==> config.mk <==
export PLATFORM = sky130hd
export DESIGN_NAME = epu_mac_engine
export DESIGN_NICKNAME = d
export VERILOG_FILES = /design/src/design/epu_core_pkg.sv /design/src/design/epu_mac_engine.sv
export SDC_FILE = /design/constraint.sdc
export NUM_CORES = 1
export LEC_CHECK = 0
export BUFFER_PORTS_ARGS = -buffer_cell sky130_fd_sc_hd__buf_2
export CAP_MARGIN = 15
export CORE_MARGIN = 2
export CORE_UTILIZATION = 37
export DETAILED_ROUTE_END_ITERATION = 10
export GPL_ROUTABILITY_DRIVEN = 0
export GPL_TIMING_DRIVEN = 0
export PLACE_DENSITY = 0.64
export SYNTH_ARGS = -nofsm -noshare
export SYNTH_HDL_FRONTEND = slang
export SYNTH_SLANG_ARGS = --single-unit
export TNS_END_PERCENT = 100
==> constraint.sdc <==
create_clock -name clk -period 4.6 [get_ports clk]
set_input_delay 0.92 -clock clk [delete_from_list [all_inputs] [get_ports clk]]
set_output_delay 0.92 -clock clk [all_outputs]
set_load 0.01 [all_outputs]
==> src/design/epu_core_pkg.sv <==
`default_nettype none

// Buffer, engine and address map definitions
package epu_core_pkg;

    typedef logic signed [31:0] word_t;
    typedef logic [7:0]         count_t;

    typedef enum logic [0:0] {MODE_MAC, MODE_MAC_RELU} mode_t;

    typedef enum logic [2:0] {
        REG_NONE, REG_INPUT, REG_WEIGHT, REG_BIAS, REG_OUTPUT, REG_CTRL
    } region_t;

    // Largest buffer index width, modules use the low BUF_AW bits
    localparam int BUF_AW_MAX = 8;

    // Region bases, bits 15:12 select the region
    localparam logic [15:0] ADDR_INPUT  = 16'h0000;
    localparam logic [15:0] ADDR_WEIGHT = 16'h1000;
    localparam logic [15:0] ADDR_BIAS   = 16'h2000;
    localparam logic [15:0] ADDR_OUTPUT = 16'h3000;
    localparam logic [15:0] ADDR_CTRL   = 16'h4000;
    localparam logic [15:0] ADDR_STATUS = 16'h4004;

    // Control word fields
    localparam int CTRL_START_BIT  = 0;
    localparam int CTRL_COUNT_LSB  = 1;
    localparam int CTRL_MODE_BIT   = 10;
    localparam int STATUS_BUSY_BIT = 0;

    typedef struct packed {
        logic                  en;
        logic                  we;
        logic [BUF_AW_MAX-1:0] idx;
        word_t                 wdata;
    } buf_req_t;

    // Upper address bits must be zero for any region to match
    function automatic region_t decode_region(input logic [31:0] addr);
        if (addr[31:16] != 16'h0000)
            return REG_NONE;
        case ({addr[15:12], 12'h000})
            ADDR_INPUT:  return REG_INPUT;
            ADDR_WEIGHT: return REG_WEIGHT;
            ADDR_BIAS:   return REG_BIAS;
            ADDR_OUTPUT: return REG_OUTPUT;
            ADDR_CTRL:   return REG_CTRL;
            default:     return REG_NONE;
        endcase
    endfunction

endpackage

`default_nettype wire

==> src/design/epu_mac_engine.sv <==
`timescale 1ns/1ns
`default_nettype none

module epu_mac_engine #(
    parameter int BUF_AW = 8
) (
    input  logic                   clk,
    input  logic                   rst,
    input  logic                   start_i,
    input  epu_core_pkg::count_t   count_i,
    input  epu_core_pkg::mode_t    mode_i,
    input  epu_core_pkg::word_t    in_rdata_i,
    input  epu_core_pkg::word_t    wt_rdata_i,
    input  epu_core_pkg::word_t    bs_rdata_i,
    output epu_core_pkg::buf_req_t in_req_o,
    output epu_core_pkg::buf_req_t wt_req_o,
    output epu_core_pkg::buf_req_t bs_req_o,
    output epu_core_pkg::buf_req_t out_req_o,
    output logic                   busy_o,
    output logic                   done_o
);
    import epu_core_pkg::*;

    typedef enum logic [1:0] {IDLE, READ, CALC, WRITE} state_t;

    state_t   state_q;
    count_t   idx_q;
    count_t   count_q;
    mode_t    mode_q;
    word_t    result_q;
    word_t    acc;
    logic     done_q;
    logic     last_elem;
    buf_req_t rd_req;
    buf_req_t wr_req;

    assign last_elem = (idx_q == count_q - count_t'(1));

    always_ff @(posedge clk or negedge rst) begin
        if (!rst) begin
            state_q <= IDLE;
            idx_q   <= '0;
            done_q  <= 1'b0;
        end else begin
            done_q <= 1'b0;
            case (state_q)
                IDLE: begin
                    if (start_i) begin
                        idx_q <= '0;
                        // Empty run finishes right away
                        if (count_i == '0)
                            done_q <= 1'b1;
                        else
                            state_q <= READ;
                    end
                end
                READ:  state_q <= CALC;
                CALC:  state_q <= WRITE;
                WRITE: begin
                    if (last_elem) begin
                        state_q <= IDLE;
                        done_q  <= 1'b1;
                    end else begin
                        state_q <= READ;
                        idx_q   <= idx_q + count_t'(1);
                    end
                end
                default: state_q <= IDLE;
            endcase
        end
    end

    // Run settings are held for the whole pass
    always_ff @(posedge clk) begin
        if (state_q == IDLE && start_i) begin
            count_q <= count_i;
            mode_q  <= mode_i;
        end
        if (state_q == CALC)
            result_q <= acc;
    end

    // Product wraps to 32 bits before the bias is added
    always_comb begin
        acc = in_rdata_i * wt_rdata_i;
        acc = acc + bs_rdata_i;
        if (mode_q == MODE_MAC_RELU && acc < 0)
            acc = '0;
    end

    always_comb begin
        rd_req = '0;
        rd_req.en = (state_q == READ);
        rd_req.idx[BUF_AW-1:0] = idx_q[BUF_AW-1:0];
        wr_req = '0;
        wr_req.en = (state_q == WRITE);
        wr_req.we = (state_q == WRITE);
        wr_req.idx[BUF_AW-1:0] = idx_q[BUF_AW-1:0];
        wr_req.wdata = result_q;
    end

    // All three sources are read at the same index
    assign in_req_o  = rd_req;
    assign wt_req_o  = rd_req;
    assign bs_req_o  = rd_req;
    assign out_req_o = wr_req;

    assign busy_o = (state_q != IDLE);
    assign done_o = done_q;

endmodule

`default_nettype wire

# [Word level (Yosys, flattened, before mapping)]
# Cells that the tools add are included.
[op_classes] n_reduce_logical=8 eq_ne=7 add_sub_neg=3 magnitude_cmp=1 n_mul=1 muxes=11
[ops] operator="32-bit adder" n=1
[ops] operator="32-bit by 1-bit < comparator with 1-bit output, second input constant" n=1
[ops] operator="32-bit by 32-bit multiplier with 32-bit output" n=1
[ops] operator="8-bit two-way mux" n=2
[ops] operator="8-bit case mux with 2 select lines" n=1
[ops] operator="8-bit by 1-bit adder with 8-bit output, second input constant" n=1
[ops] operator="8-bit == test" n=1
[ops] operator="8-bit logical NOT" n=1
[ops] operator="2-bit case mux with 4 select lines" n=1
[ops] operator="8-bit by 1-bit subtractor with 8-bit output, second input constant" n=1
[ops] operator="2-bit inequality test, second input constant" n=3
[ops] operator="2-bit == test, second input constant" n=2
[ops] operator="1-bit two-way mux" n=4
[ops] operator="2-bit two-way mux" n=2
[ops] operator="2-bit nonzero test" n=2
[ops] operator="3-bit AND reduction" n=1
[ops] operator="2-bit by 1-bit == test with 1-bit output, second input constant" n=1
[ops] operator="1-bit logical AND" n=2
[ops] operator="2-bit logical NOT" n=1
[ops] operator="1-bit case mux with 2 select lines" n=1
[ops] operator="2-bit AND reduction" n=1
[word_totals] ff_bits=52 out_inout_bits=170

# [Depth between registers and ports, before layout]
[logic_depth] depth_word=4 ltp_mapped=28 depth_no_buf=25

# [Worst setup path before layout]
# No wires, ideal clock.
[synth_path] kind="input to register" start="input in_rdata_i[12]" end="register result_q[23], data pin" path_buffers=2 arrival_time_ps=7626 cell_stages=24 setup_slack_ps=-3183 setup_ps=157 required_time_ps=4443 path_cell_list="clkbuf_1 > clkbuf_1 > and2_1 > fa_1 > fa_1 > fa_1 > inv_1 > fa_1 > fa_1 > fa_1 > inv_1 > fa_1 > inv_1 > fa_1 > inv_1 > ha_1 > nand4_1 > nor3_1 > a211oi_1 > a21boi_0 > o21ai_0 > a21boi_0 > or4b_2 > a32oi_1"
[synth_via] elab_chain_len=4
[synth_lines] item="start: declaration" line="epu_mac_engine.sv:12" rtl="input epu_core_pkg::word_t in_rdata_i,"
[synth_lines] item="32-bit by 32-bit multiplier with 32-bit output *" line="epu_mac_engine.sv:85" rtl="acc = in_rdata_i * wt_rdata_i;"
[synth_lines] item="32-bit adder *" line="epu_mac_engine.sv:86" rtl="acc = acc + bs_rdata_i;"
[synth_lines] item="32-bit by 1-bit < comparator with 1-bit output" line="epu_mac_engine.sv:87" rtl="if (mode_q == MODE_MAC_RELU && acc < 0)"
[synth_lines] item="1-bit logical AND" line="epu_mac_engine.sv:87"
[synth_lines] item="end signal: assignment" line="epu_mac_engine.sv:80" rtl="result_q <= acc;"
[synth_lines] item="end: declaration" line="epu_mac_engine.sv:30" rtl="word_t result_q;"
# Mark *: on every way between the ends. The rest lies on a longest branch, timed or not.
# A chain may end at the register's enable or synchronous reset.

# [Worst setup path in the final report]
[layout_path] start="input in_rdata_i[13]" end="register result_q[25], data pin"
# The elaborated chain is that of the path after synthesis.

==> metrics <==
Synth Instances=2241; Synth Area in XOR/XNOR=0.0421; r2r setup slk=1.78 ns; Hold Crit Class=primary input to async pin; Fillers=5305; Max transition margin=0.357; crit path launch=in_rdata_i[13]; clock root cell=clkbuf_16; Final Core Density=0.447; Post-route DRC=0; Pre-Repair DR Iteration Count=7; post-synth top area share=0.429; WP data arrival=7.71 ns; post-place setup slack=-4.27 ns; Die W=approximately 240 um; Setup Skew=around 0.013 ns; CP dominant cell by count=fa_1; Crit. End Element=flip-flop; CTS max path bufs=2; FP Rows=86; vias=about 16000; initial antenna violation count=6; Final nets=3253; Tcrit/Tclk final=1.65; final setup vio count=32; # H-tree levels=2; EDFF count, synth=41; dpl hpwl=roughly 55 mm; crit start category=primary input; Mapped Area=20400 um^2; pin count of the biggest net entering global routing=24; total routed wirelength=approximately 66 mm; critical path class=primary input to flip-flop; Post-Synth Adder-Cell Area=0.526; Worst-Skew Late Latency=0.31 ns; Synth top cells by count=inv_1 (528), fa_1 (438), and2_1 (301), nand2_1 (250), ha_1 (158); asr flop ratio synth=0.212; final hold vios=0; worst r2r path cells=8; area growth from synthesis to layout=20.1%; Worst EP required=4.71 ns; status=finished, violations left; crit-path max cell delay=0.58 ns; Die ar.=57100 um^2; #FFs+latches synth=52; initial DRC count=1074; f_max=roughly 130 MHz; simple-gate area share of the yosys netlist=0.160; Synth cell types=between 50 and 60; sequential share of the synthesized area=0.0737; wire per inst=around 20 um; worst-margin pin slew=0.965 ns; largest area contributor in the netlist=fa_1; Num CTS Buffers=5; crit path buf inv count=8; Final Slew Violations=0; smallest hold slack=0.468 ns; failing checks=negative setup slack; largest family of logic cells by synthesized area=adder cells; CP top delay family=adder cells; Critical Path Fanout Max=10; reg-to-reg endpoint=idx_q[7]$_DFFE_PN0P_; Max Cap Viol=0; first-pass GRT wire length=between 100 and 150 mm; vias in the first global route=17203; layout cells sized above 1=0.211; Via density=4.84; CP Depth=25; Setup crit end=result_q[25]$_SDFFCE_PP0N_; clock slew at reported path FFs=0.08 ns; post-synthesis compound-gate area fraction=0.0352; core box area=54900 um^2; slowest CP cell=fa_1; mux contribution to synthesized area=0.00147; syn avg cell area=9.12 um^2; Synth Flop Type=edfxtp_1; # clock sinks=52; die height=239 um; fin crit period=~7.6 ns; top cells by area, synth=fa_1 (43%), inv_1 (9.7%), ha_1 (9.7%); Ys Warns=0; CTS tree=built; total gr overflow=0; most frequent cell after synthesis=inv_1; worst r2r src=count_q[0]$_DFFE_PP_; worst setup margin=-3.00 ns; Initial Util=0.372; number of port buffers=170; GRT Util Overall=0.234; unrepaired setup endpoints after global routing=yes; antenna viol nets, final=0; Ports=between 200 and 300
## sequential cells by signal, indices dropped and copies added (netlist names)
name	flops
state_q	2
idx_q	8
count_q	8
mode_q	1
result_q	32
done_o	1
## cells in the final DEF, fill, tap and decap left out, types with 24 or more instances in the layout
cell	n
xor2_1	28
inv_1	517
nand2_1	248
a21oi_1	27
clkbuf_8	24
buf_2	154
and2_1	287
fa_1	417
conb_1	99
buf_4	169
ha_1	149
nor2_1	25
edfxtp_1	41
xnor2_1	63
## worst min-delay path by stage
stage,endpoint,depth (start not counted),slack [ns]
3_3_place_gp,state_q[0]$_DFFE_PN0P_,2,0.62
3_5_place_dp,state_q[0]$_DFFE_PN0P_,2,0.66
2_1_floorplan,result_q[31]$_SDFFCE_PP0N_,1,0.59
6_report,idx_q[5]$_DFFE_PN0P_,1,0.47
5_1_grt,idx_q[1]$_DFFE_PN0P_,1,0.49
4_1_cts,idx_q[7]$_DFFE_PN0P_,1,0.47
## stage by stage
stage          setup TNS [ns]  std cells  area, um^2
5_1_grt               -100.29       3254       24500
4_1_cts                -95.46       3241       24100
6_report               -92.66       3256       24500
3_5_place_dp          -135.03       3214       22900
2_1_floorplan          -81.43       2339       21100
3_3_place_gp          -129.30       3213       22900
## cell type report
cell class / count / area, um^2 / area share
plain buffers: 215 / 2120 / 0.0865
clock buffers: 5 / 125 / 0.00510
well taps: 704 / 881 / 0.0359
diodes: 2 / 5.00 / 0.000204
flip-flops and latches: 52 / 1510 / 0.0614
repair buffers: 210 / 1380 / 0.0561
inverters: 528 / 1980 / 0.0808
clock inverters: 3 / 27.5 / 0.00112
multi-input cells: 1537 / 16500 / 0.673
## what timing repair did
item | CTS | global route
pin swaps | 55 | 51
gates cloned | 2 | 2
resized for setup | 219 | 126
setup endpoints to repair | 32 | 32
buffers inserted | 22 | 14
hold buffers | 0 | 0
## worst reg2reg max path: stages (launching register included)
cell	delay (ns)
edfxtp_1	0.45
or4_4	0.56
or3_1	0.33
a21oi_1	0.16
o31ai_1	0.15
a32oi_4	0.41
nand4_4	0.16
or3_1	0.38
a21oi_1	0.14
## cells by family (layout without fill, tap and decap cells)
family | Yosys count | in the layout
AOI/OAI and AO/OA | 112 | 112
xor gates and xnor gates | 95 | 95
adders and majority gates | 596 | 596
buffers and inverters | 750 | 961
DFF | 52 | 52
muxes | 3 | 3
other | 1 | 101
and+or+nand+nor | 632 | 632
## metal layers
metal,track usage,wire length (um),vias up
met5,0,63,-
met3,0.0529,6170,162
li1,-,-,6927
met4,0.0814,2710,6
met2,0.395,31500,744
met1,0.294,25600,7922
Power is not shown: default switching activity piles up to over one toggle a cycle in this logic, so the estimate is an artifact.
