<file path="config.mk">
export PLATFORM = sky130hd
export DESIGN_NAME = epu_slave_port
export DESIGN_NICKNAME = d
export VERILOG_FILES = /design/src/design/epu_bus_pkg.sv /design/src/design/epu_core_pkg.sv /design/src/design/epu_slave_port.sv
export SDC_FILE = /design/constraint.sdc
export NUM_CORES = 1
export LEC_CHECK = 0
export BUFFER_PORTS_ARGS = -buffer_cell sky130_fd_sc_hd__buf_2
export CAP_MARGIN = 10
export CORE_AREA = 2 2 187 189
export DETAILED_ROUTE_END_ITERATION = 6
export DIE_AREA = 0 0 189 191
export PLACE_DENSITY = 0.45
export SYNTH_ARGS = -nofsm -noshare
export SYNTH_HDL_FRONTEND = slang
export SYNTH_SLANG_ARGS = --single-unit
</file>
<file path="constraint.sdc">
create_clock -name clk -period 6.7 [get_ports clk]
set_input_delay 1.34 -clock clk [delete_from_list [all_inputs] [get_ports clk]]
set_output_delay 1.34 -clock clk [all_outputs]
set_load 0.05 [all_outputs]
</file>
<file path="src/design/epu_bus_pkg.sv">
`default_nettype none

// Slave port types shared by the top level and the bus front end
package epu_bus_pkg;

    // Plain vector widths of the burst port
    typedef logic [31:0] bus_addr_t;
    typedef logic [31:0] bus_data_t;
    typedef logic [3:0]  bus_id_t;

    // Burst length minus one
    typedef logic [7:0]  bus_len_t;

    // Write address request
    typedef struct packed {
        bus_id_t   id;
        bus_addr_t addr;
        bus_len_t  len;
    } bus_aw_t;

    // Read address request
    typedef struct packed {
        bus_id_t   id;
        bus_addr_t addr;
        bus_len_t  len;
    } bus_ar_t;

    // Write data beat, always a full word
    typedef struct packed {
        bus_data_t data;
        logic      last;
    } bus_w_t;

    // Read data beat
    typedef struct packed {
        bus_id_t   id;
        bus_data_t data;
        logic      last;
    } bus_r_t;

    // Write response, only the id
    typedef struct packed {
        bus_id_t id;
    } bus_b_t;

endpackage

`default_nettype wire

</file>
<file path="src/design/epu_core_pkg.sv">
`default_nettype none

// Buffer, engine and address map definitions
package epu_core_pkg;

    typedef logic signed [31:0] word_t;
    typedef logic [7:0]         count_t;

    typedef enum logic [0:0] {MODE_MAC, MODE_MAC_RELU} mode_t;

    typedef enum logic [2:0] {
        REG_NONE, REG_INPUT, REG_WEIGHT, REG_BIAS, REG_OUTPUT, REG_CTRL
    } region_t;

    // Largest buffer index width, modules use the low BUF_AW bits
    localparam int BUF_AW_MAX = 8;

    // Region bases, bits 15:12 select the region
    localparam logic [15:0] ADDR_INPUT  = 16'h0000;
    localparam logic [15:0] ADDR_WEIGHT = 16'h1000;
    localparam logic [15:0] ADDR_BIAS   = 16'h2000;
    localparam logic [15:0] ADDR_OUTPUT = 16'h3000;
    localparam logic [15:0] ADDR_CTRL   = 16'h4000;
    localparam logic [15:0] ADDR_STATUS = 16'h4004;

    // Control word fields
    localparam int CTRL_START_BIT  = 0;
    localparam int CTRL_COUNT_LSB  = 1;
    localparam int CTRL_MODE_BIT   = 10;
    localparam int STATUS_BUSY_BIT = 0;

    typedef struct packed {
        logic                  en;
        logic                  we;
        logic [BUF_AW_MAX-1:0] idx;
        word_t                 wdata;
    } buf_req_t;

    // Upper address bits must be zero for any region to match
    function automatic region_t decode_region(input logic [31:0] addr);
        if (addr[31:16] != 16'h0000)
            return REG_NONE;
        case ({addr[15:12], 12'h000})
            ADDR_INPUT:  return REG_INPUT;
            ADDR_WEIGHT: return REG_WEIGHT;
            ADDR_BIAS:   return REG_BIAS;
            ADDR_OUTPUT: return REG_OUTPUT;
            ADDR_CTRL:   return REG_CTRL;
            default:     return REG_NONE;
        endcase
    endfunction

endpackage

`default_nettype wire

</file>
<file path="src/design/epu_slave_port.sv">
`timescale 1ns/1ns
`default_nettype none

module epu_slave_port #(
    parameter int BUF_AW = 8
) (
    input  logic                    clk,
    input  logic                    rst,
    input  epu_bus_pkg::bus_aw_t    aw_i,
    input  logic                    awvalid_i,
    output logic                    awready_o,
    input  epu_bus_pkg::bus_w_t     w_i,
    input  logic                    wvalid_i,
    output logic                    wready_o,
    output epu_bus_pkg::bus_b_t     b_o,
    output logic                    bvalid_o,
    input  logic                    bready_i,
    input  epu_bus_pkg::bus_ar_t    ar_i,
    input  logic                    arvalid_i,
    output logic                    arready_o,
    output epu_bus_pkg::bus_r_t     r_o,
    output logic                    rvalid_o,
    input  logic                    rready_i,
    output epu_core_pkg::buf_req_t  in_req_o,
    output epu_core_pkg::buf_req_t  wt_req_o,
    output epu_core_pkg::buf_req_t  bs_req_o,
    output epu_core_pkg::buf_req_t  out_req_o,
    input  epu_core_pkg::word_t     in_rdata_i,
    input  epu_core_pkg::word_t     wt_rdata_i,
    input  epu_core_pkg::word_t     bs_rdata_i,
    input  epu_core_pkg::word_t     out_rdata_i,
    output logic                    start_o,
    output epu_core_pkg::count_t    count_o,
    output epu_core_pkg::mode_t     mode_o,
    input  logic                    busy_i
);
    import epu_bus_pkg::*;
    import epu_core_pkg::*;

    typedef enum logic [2:0] {IDLE, W_DATA, B_RESP, R_ISSUE, R_WAIT} state_t;

    state_t    state_q, state_d;
    bus_id_t   id_q;
    bus_addr_t addr_q;
    bus_len_t  len_q;
    bus_len_t  beat_q;
    region_t   region_q;
    word_t     ctl_rdata_q;
    word_t     rdata;
    buf_req_t  bus_req;
    logic [15:0] cur_addr;
    logic      aw_hs, ar_hs, wr_beat, r_hs, last_beat, ctrl_wr;
    logic      start_q;
    count_t    count_q;
    mode_t     mode_q;

    assign awready_o = (state_q == IDLE);
    // A pending write wins over a read in the same cycle
    assign arready_o = (state_q == IDLE) && !awvalid_i;
    assign wready_o  = (state_q == W_DATA);
    assign bvalid_o  = (state_q == B_RESP);
    assign rvalid_o  = (state_q == R_WAIT);

    assign aw_hs     = awvalid_i && awready_o;
    assign ar_hs     = arvalid_i && arready_o;
    assign wr_beat   = wvalid_i && wready_o;
    assign r_hs      = rvalid_o && rready_i;
    assign last_beat = (beat_q == len_q);

    // Byte address of the current beat inside the 64 KB map
    assign cur_addr = addr_q[15:0] + {6'b000000, beat_q, 2'b00};
    assign ctrl_wr  = wr_beat && (region_q == REG_CTRL) && (cur_addr == ADDR_CTRL);

    always_comb begin
        state_d = state_q;
        case (state_q)
            IDLE: begin
                if (aw_hs)
                    state_d = W_DATA;
                else if (ar_hs)
                    state_d = R_ISSUE;
            end
            W_DATA:  state_d = (wr_beat && w_i.last) ? B_RESP : W_DATA;
            B_RESP:  state_d = bready_i ? IDLE : B_RESP;
            R_ISSUE: state_d = R_WAIT;
            R_WAIT: begin
                if (r_hs)
                    state_d = last_beat ? IDLE : R_ISSUE;
            end
            default: state_d = IDLE;
        endcase
    end

    always_ff @(posedge clk or negedge rst) begin
        if (!rst) begin
            state_q  <= IDLE;
            beat_q   <= '0;
            region_q <= REG_NONE;
        end else begin
            state_q <= state_d;
            if (aw_hs) begin
                beat_q   <= '0;
                region_q <= decode_region(aw_i.addr);
            end else if (ar_hs) begin
                beat_q   <= '0;
                region_q <= decode_region(ar_i.addr);
            end else if (wr_beat || r_hs) begin
                beat_q <= beat_q + 8'd1;
            end
        end
    end

    // Burst attributes and the control read word
    always_ff @(posedge clk) begin
        if (aw_hs) begin
            id_q   <= aw_i.id;
            addr_q <= aw_i.addr;
            len_q  <= aw_i.len;
        end else if (ar_hs) begin
            id_q   <= ar_i.id;
            addr_q <= ar_i.addr;
            len_q  <= ar_i.len;
        end
        if (state_q == R_ISSUE) begin
            ctl_rdata_q <= '0;
            if (region_q == REG_CTRL && cur_addr == ADDR_STATUS)
                ctl_rdata_q[STATUS_BUSY_BIT] <= busy_i;
        end
    end

    // Engine control fields, start is a one-cycle pulse
    always_ff @(posedge clk or negedge rst) begin
        if (!rst) begin
            start_q <= 1'b0;
            count_q <= '0;
            mode_q  <= MODE_MAC;
        end else begin
            start_q <= 1'b0;
            if (ctrl_wr) begin
                start_q <= w_i.data[CTRL_START_BIT];
                count_q <= w_i.data[CTRL_COUNT_LSB +: $bits(count_t)];
                mode_q  <= mode_t'(w_i.data[CTRL_MODE_BIT]);
            end
        end
    end

    assign start_o = start_q;
    assign count_o = count_q;
    assign mode_o  = mode_q;

    always_comb begin
        bus_req = '0;
        bus_req.en = wr_beat || (state_q == R_ISSUE);
        bus_req.we = wr_beat;
        bus_req.idx[BUF_AW-1:0] = cur_addr[BUF_AW+1:2];
        bus_req.wdata = word_t'(w_i.data);
    end

    // Only the decoded buffer sees the request
    assign in_req_o  = (region_q == REG_INPUT)  ? bus_req : buf_req_t'('0);
    assign wt_req_o  = (region_q == REG_WEIGHT) ? bus_req : buf_req_t'('0);
    assign bs_req_o  = (region_q == REG_BIAS)   ? bus_req : buf_req_t'('0);
    assign out_req_o = (region_q == REG_OUTPUT) ? bus_req : buf_req_t'('0);

    always_comb begin
        case (region_q)
            REG_INPUT:  rdata = in_rdata_i;
            REG_WEIGHT: rdata = wt_rdata_i;
            REG_BIAS:   rdata = bs_rdata_i;
            REG_OUTPUT: rdata = out_rdata_i;
            REG_CTRL:   rdata = ctl_rdata_q;
            default:    rdata = '0;
        endcase
    end

    assign r_o = '{id: id_q, data: bus_data_t'(rdata), last: last_beat};
    assign b_o = '{id: id_q};

endmodule

`default_nettype wire

</file>
* After elaboration in Yosys (flattened, before gate mapping) *
Cells that the tools add are included.

word-level totals
  bits in registers = 53
  bits of input ports = 257
  output and inout port bits = 224
  logic and storage cells = 89

cells by class
  $add $sub $neg = 2
  eq/ne operators = 22
  multiplexer cells = 35
  reduce and logical (&&, ||, !) cells = 20

operator list
  cell                                                                number
  42-bit two-way mux                                                  4
  32-bit case mux with 5 select lines                                 1
  3-bit case mux with 5 select lines                                  3
  8-bit two-way mux                                                   5
  16-bit by 15-bit == test with 1-bit output (second input constant)  2
  16-bit two-way mux                                                  2
  16-bit nonzero test                                                 2
  3-bit two-way mux                                                   9
  16-bit by 10-bit adder with 16-bit output                           1
  4-bit by 2-bit == test with 1-bit output (second input constant)    4
  3-bit by 2-bit == test with 1-bit output (second input constant)    4
  3-bit == test (second input constant)                               3
  1-bit logical AND                                                   9
  8-bit by 1-bit adder with 8-bit output (second input constant)      1
  4-bit by 1-bit == test with 1-bit output (second input constant)    2
  4-bit by 3-bit == test with 1-bit output (second input constant)    2
  8-bit == test                                                       1
  4-bit zero test                                                     2
  4-bit two-way mux                                                   2
  3-bit by 1-bit == test with 1-bit output (second input constant)    2
  1-bit two-way mux                                                   6
  2-bit two-way mux                                                   3
  3-bit zero test                                                     1
  3-bit by 1-bit != test with 1-bit output (second input constant)    1
  6 further kinds                                                     7

* Depth between registers and ports, before layout *
  word-level depth = 8
  depth in mapped cells = 8
  depth with buffers taken out = 8

* Least setup slack after synthesis *
No wires, ideal clock.

  path kind = register to output
  from = reg state_q[2]
  to = out bs_req_o[41] in the netlist's numbering
  arrival time = 2.969 ns
  slack = 2.391 ns
  cell stages (with the launch flop) = 7
  buffers on the path = 1
  cells stage by stage = dfrtp_1 -> clkbuf_1 -> nor3b_1 -> nand2_1 -> inv_1 -> nor2_1 -> nor2_1

RTL lines
  what                    RTL line               RTL
  start, declared         epu_slave_port.sv:42   state_t state_q, state_d;
  start signal, assigned  epu_slave_port.sv:100  state_q <= state_d;
  end, declared           epu_slave_port.sv:26   output epu_core_pkg::buf_req_t bs_req_o,

==> impl_metrics.yaml <==
drt:
  post_drt_via_cell_ratio: 4.16
  wl_per_cell_um: 19.6
  drt_wl_total_mm: 28.8
  antenna_left: 0
  vias: 6113
  drt_iter0_drc: 241
  firstDrtPassIters: 5
  drc_errors: 0
setup_path:
  reg2regPathDepth: 8
  slowest_delay_ps: 720
  worstPathArrival_ps: 2910
  reg2reg_from: "beat_q[0]$_DFFE_PN0P_"
  reg2reg_slack_ps: 3270
  r2r_end: "mode_o$_DFFE_PN0P_"
  crit_chain: "buf_2 -> nand2_1 -> inv_1 -> nor2_1 -> nor2_1 -> buf_2"
  critPathSlowestCell: "nor2_1"
  cp.required_ps: 5360
  worstPathMaxFanout: 6
  worstSetupPathType: "in2out"
  cp-start-kind: "primary input"
  end_kind: "primary output"
job:
  drv_cap: 0
logic_synthesis:
  synthArstFlopShare_pct: 45.3
  synth_area_um2: 4950
  synthCells: 561
  syn_nets: 828
  ys_ff_latch: 53
  synth_top_area_share_pct: 17.6
  yosys_warnings: 0
  synth_ff_type: "edfxtp_1"
  synth_edf_count: 29
  yosys.cell_types.count: 55
  synth_top_area_cell: "edfxtp_1"
  ys_top_cells_by_area: "edfxtp_1 18%, and2_1 17%, dfrtp_1 12%"
  yosysSeqAreaShare_pct: 29.7
  syn_area_per_cell_um2: 8.83
global_route:
  antenna_found_initial: 5
  overflow: 0
  grt_max_degree: 67
  track_usage_pct: 14.7
  grt_first_pass_wirelength_mm: 39.1
  grt_pass1_vias: 5592
finish:
  area_growth_pct: 61.4
  finalInstanceArea_um2: 8000
  nets: 1276
  stdcell_count: 1469
  drive_above_1_share_pct: 53.7
cts:
  cts.sinks: 53
  ctsResizeCount: 0
  numCtsBuffers: 5
  cts_buffer_depth: 2
  cts_root_buffer: "clkbuf_16"
  post_cts_buffers: 0
  clk_pin_slew_ps: 80
  cts_tree: "built"
  clk_latency_ps: 310
  hold_buffers: 0
  h-tree-depth: 2
power:
  p_sw_w: 0.000663
  power_frac_clock_pct: 21.0
  p_seq_share_pct: 34.5
  p_int_w: 0.000875
  swShare_pct: 43.1
  p_per_area_nw_per_um2: 192
  ir_drop_uv: 120
  p_total_w: 0.00154
  power.leakage_nw: 4.27
  comb_power_share_pct: 44.5
hold_path:
  hold_end: "count_o[3]$_DFFE_PN0P_"
  whs_path_depth: 1
  min_from: "count_o[3]$_DFFE_PN0P_"
  hold_class: "reg2reg"
outcome:
  outcome: "complete, no violations"
place:
  portBuffers: 480
  post-dp-hpwl_mm: 23.8
  placed_area_um2: 7810
  dp.cells: 1457
  gp_congestion: 0.814
floorplan:
  initial_core_util_pct: 14.5
  die_x_um: 189
  die-area_um2: 36100
  core-area_um2: 34100
  io_pins: 481
  row_count: 68
  die_h_um: 191
timing:
  period_minus_slack_ps: 4250
  relSlewSlack_pct: 26.9
  rsz0062_at_grt: "no"
  hold_viol: 0
  hold_ws_ps: 504
  tns_ps: 0
  clock.fmax_mhz: 235
  drv_slew: 0
  finClkSkew_ps: 6.78
  final.period_utilization_pct: 63.5
  setup_viol: 0
  tightest_slew_ps: 1090
-- worst max-delay path by stage --
stage	from	endpoint	slack (ps)	cells past startpoint
3_5_place_dp	wvalid_i	out_req_o[41]	2360	6
5_1_grt	wvalid_i	out_req_o[41]	2260	6
6_report	wvalid_i	out_req_o[41]	2450	6
3_3_place_gp	wvalid_i	out_req_o[41]	2370	6
4_1_cts	wvalid_i	out_req_o[41]	2360	6
2_1_floorplan	state_q[2]$_DFFE_PN0P_	bs_req_o[41]	2390	6
-- layout make-up --
class / count / area (um2)
Inverter: 6 / 22.5
Fill cell: 3810 / 26100
Clock buffer: 5 / 125
Tap cell: 455 / 569
Clock inverter: 3 / 50.0
Antenna cell: 4 / 10.0
Sequential cell: 53 / 1470
Multi-Input combinational cell: 457 / 3290
Timing Repair Buffer: 486 / 2460
-- kinds of logic (layout without fill, tap and decap cells) --
kind of cell | after synthesis | count (layout) | share of synthesized area, %
simple gates | 275 | 275 | 31.6
compound gates | 110 | 110 | 18.8
flops | 53 | 53 | 29.7
buf+inv | 51 | 500 | 4.30
mux | 40 | 40 | 9.04
xor+xnor | 22 | 22 | 3.89
fa+ha+maj | 10 | 10 | 2.68
other cells | 0 | 4 | 0
-- critical path: cells and delay by family --
family | cells | cell delay (ps)
and+or+nand+nor | 3 | 1090
buffers and inverters | 3 | 470
-- stage by stage --
stage	setup WS, ps	utilization (%)
floorplan	2390	-
global placement	2370	22.9
detailed placement	2360	22.9
CTS	2360	23.4
global route	2260	23.4
finish	2450	23.4
-- cell usage after synthesis, types with 2 or more instances --
cell type and n:
edfxtp_1 29, or3b_2 2, nand2b_1 3, buf_4 5, and3b_1 2, a221o_1 35
ha_1 9, nand3b_1 3, mux2_2 38, nand4_1 9, a21o_1 2, a211oi_1 3
a22o_1 31, nor2_1 60, a21oi_1 11, o21ai_0 12, dfrtp_1 24, inv_1 6
o21bai_1 2, xor2_1 8, nand2_1 16, xnor2_1 14, clkbuf_1 37, and3_1 3
buf_2 2, mux2i_1 2, nand3_1 8, nor3_1 6, nor4_1 7, and2_1 137
and4_1 4, a311oi_1 2, nor2b_1 2, nor3b_1 6
-- power groups by stage --
stage	Combinational, W	Sequential [W]	Clock (W)
after floorplan	0.000428	0.000531	0
after global routing	0.000754	0.000544	0.000346
after global placement	0.000696	0.000539	0
after CTS	0.000704	0.000531	0.000335
after detailed placement	0.000701	0.000538	0
final	0.000684	0.000532	0.000323
-- sequential cells by signal (all words and copies together) (netlist names) --
name,cells
addr_q,16
b_o,4
beat_q,8
count_o,8
ctl_rdata_q,1
len_q,8
mode_o,1
region_q,3
start_o,1
state_q,3
-- routing by layer --
layer / GRT usage [%] / vias to the layer above / wire length [um]
met5: 0 / - / 0
met1: 18.5 / 2897 / 11800
met4: 3.61 / 0 / 459
li1: - / 2944 / -
met3: 2.74 / 15 / 1960
met2: 26.0 / 257 / 14500
-- placed cells by master, fill, tap and decap left out, drive strengths merged, types with 5 or more instances in the layout --
cell / n
nor3: 6
clkbuf: 5
nor4: 7
and2: 137
buf: 486
nor2: 60
o21ai: 13
a21oi: 11
nand3: 8
nand4: 9
dfrtp: 24
edfxtp: 29
a221o: 35
nand2: 16
xnor2: 14
nor3b: 6
xor2: 8
ha: 9
a22o: 31
inv: 7
mux2: 38
Power figures use the tool's default switching activity.
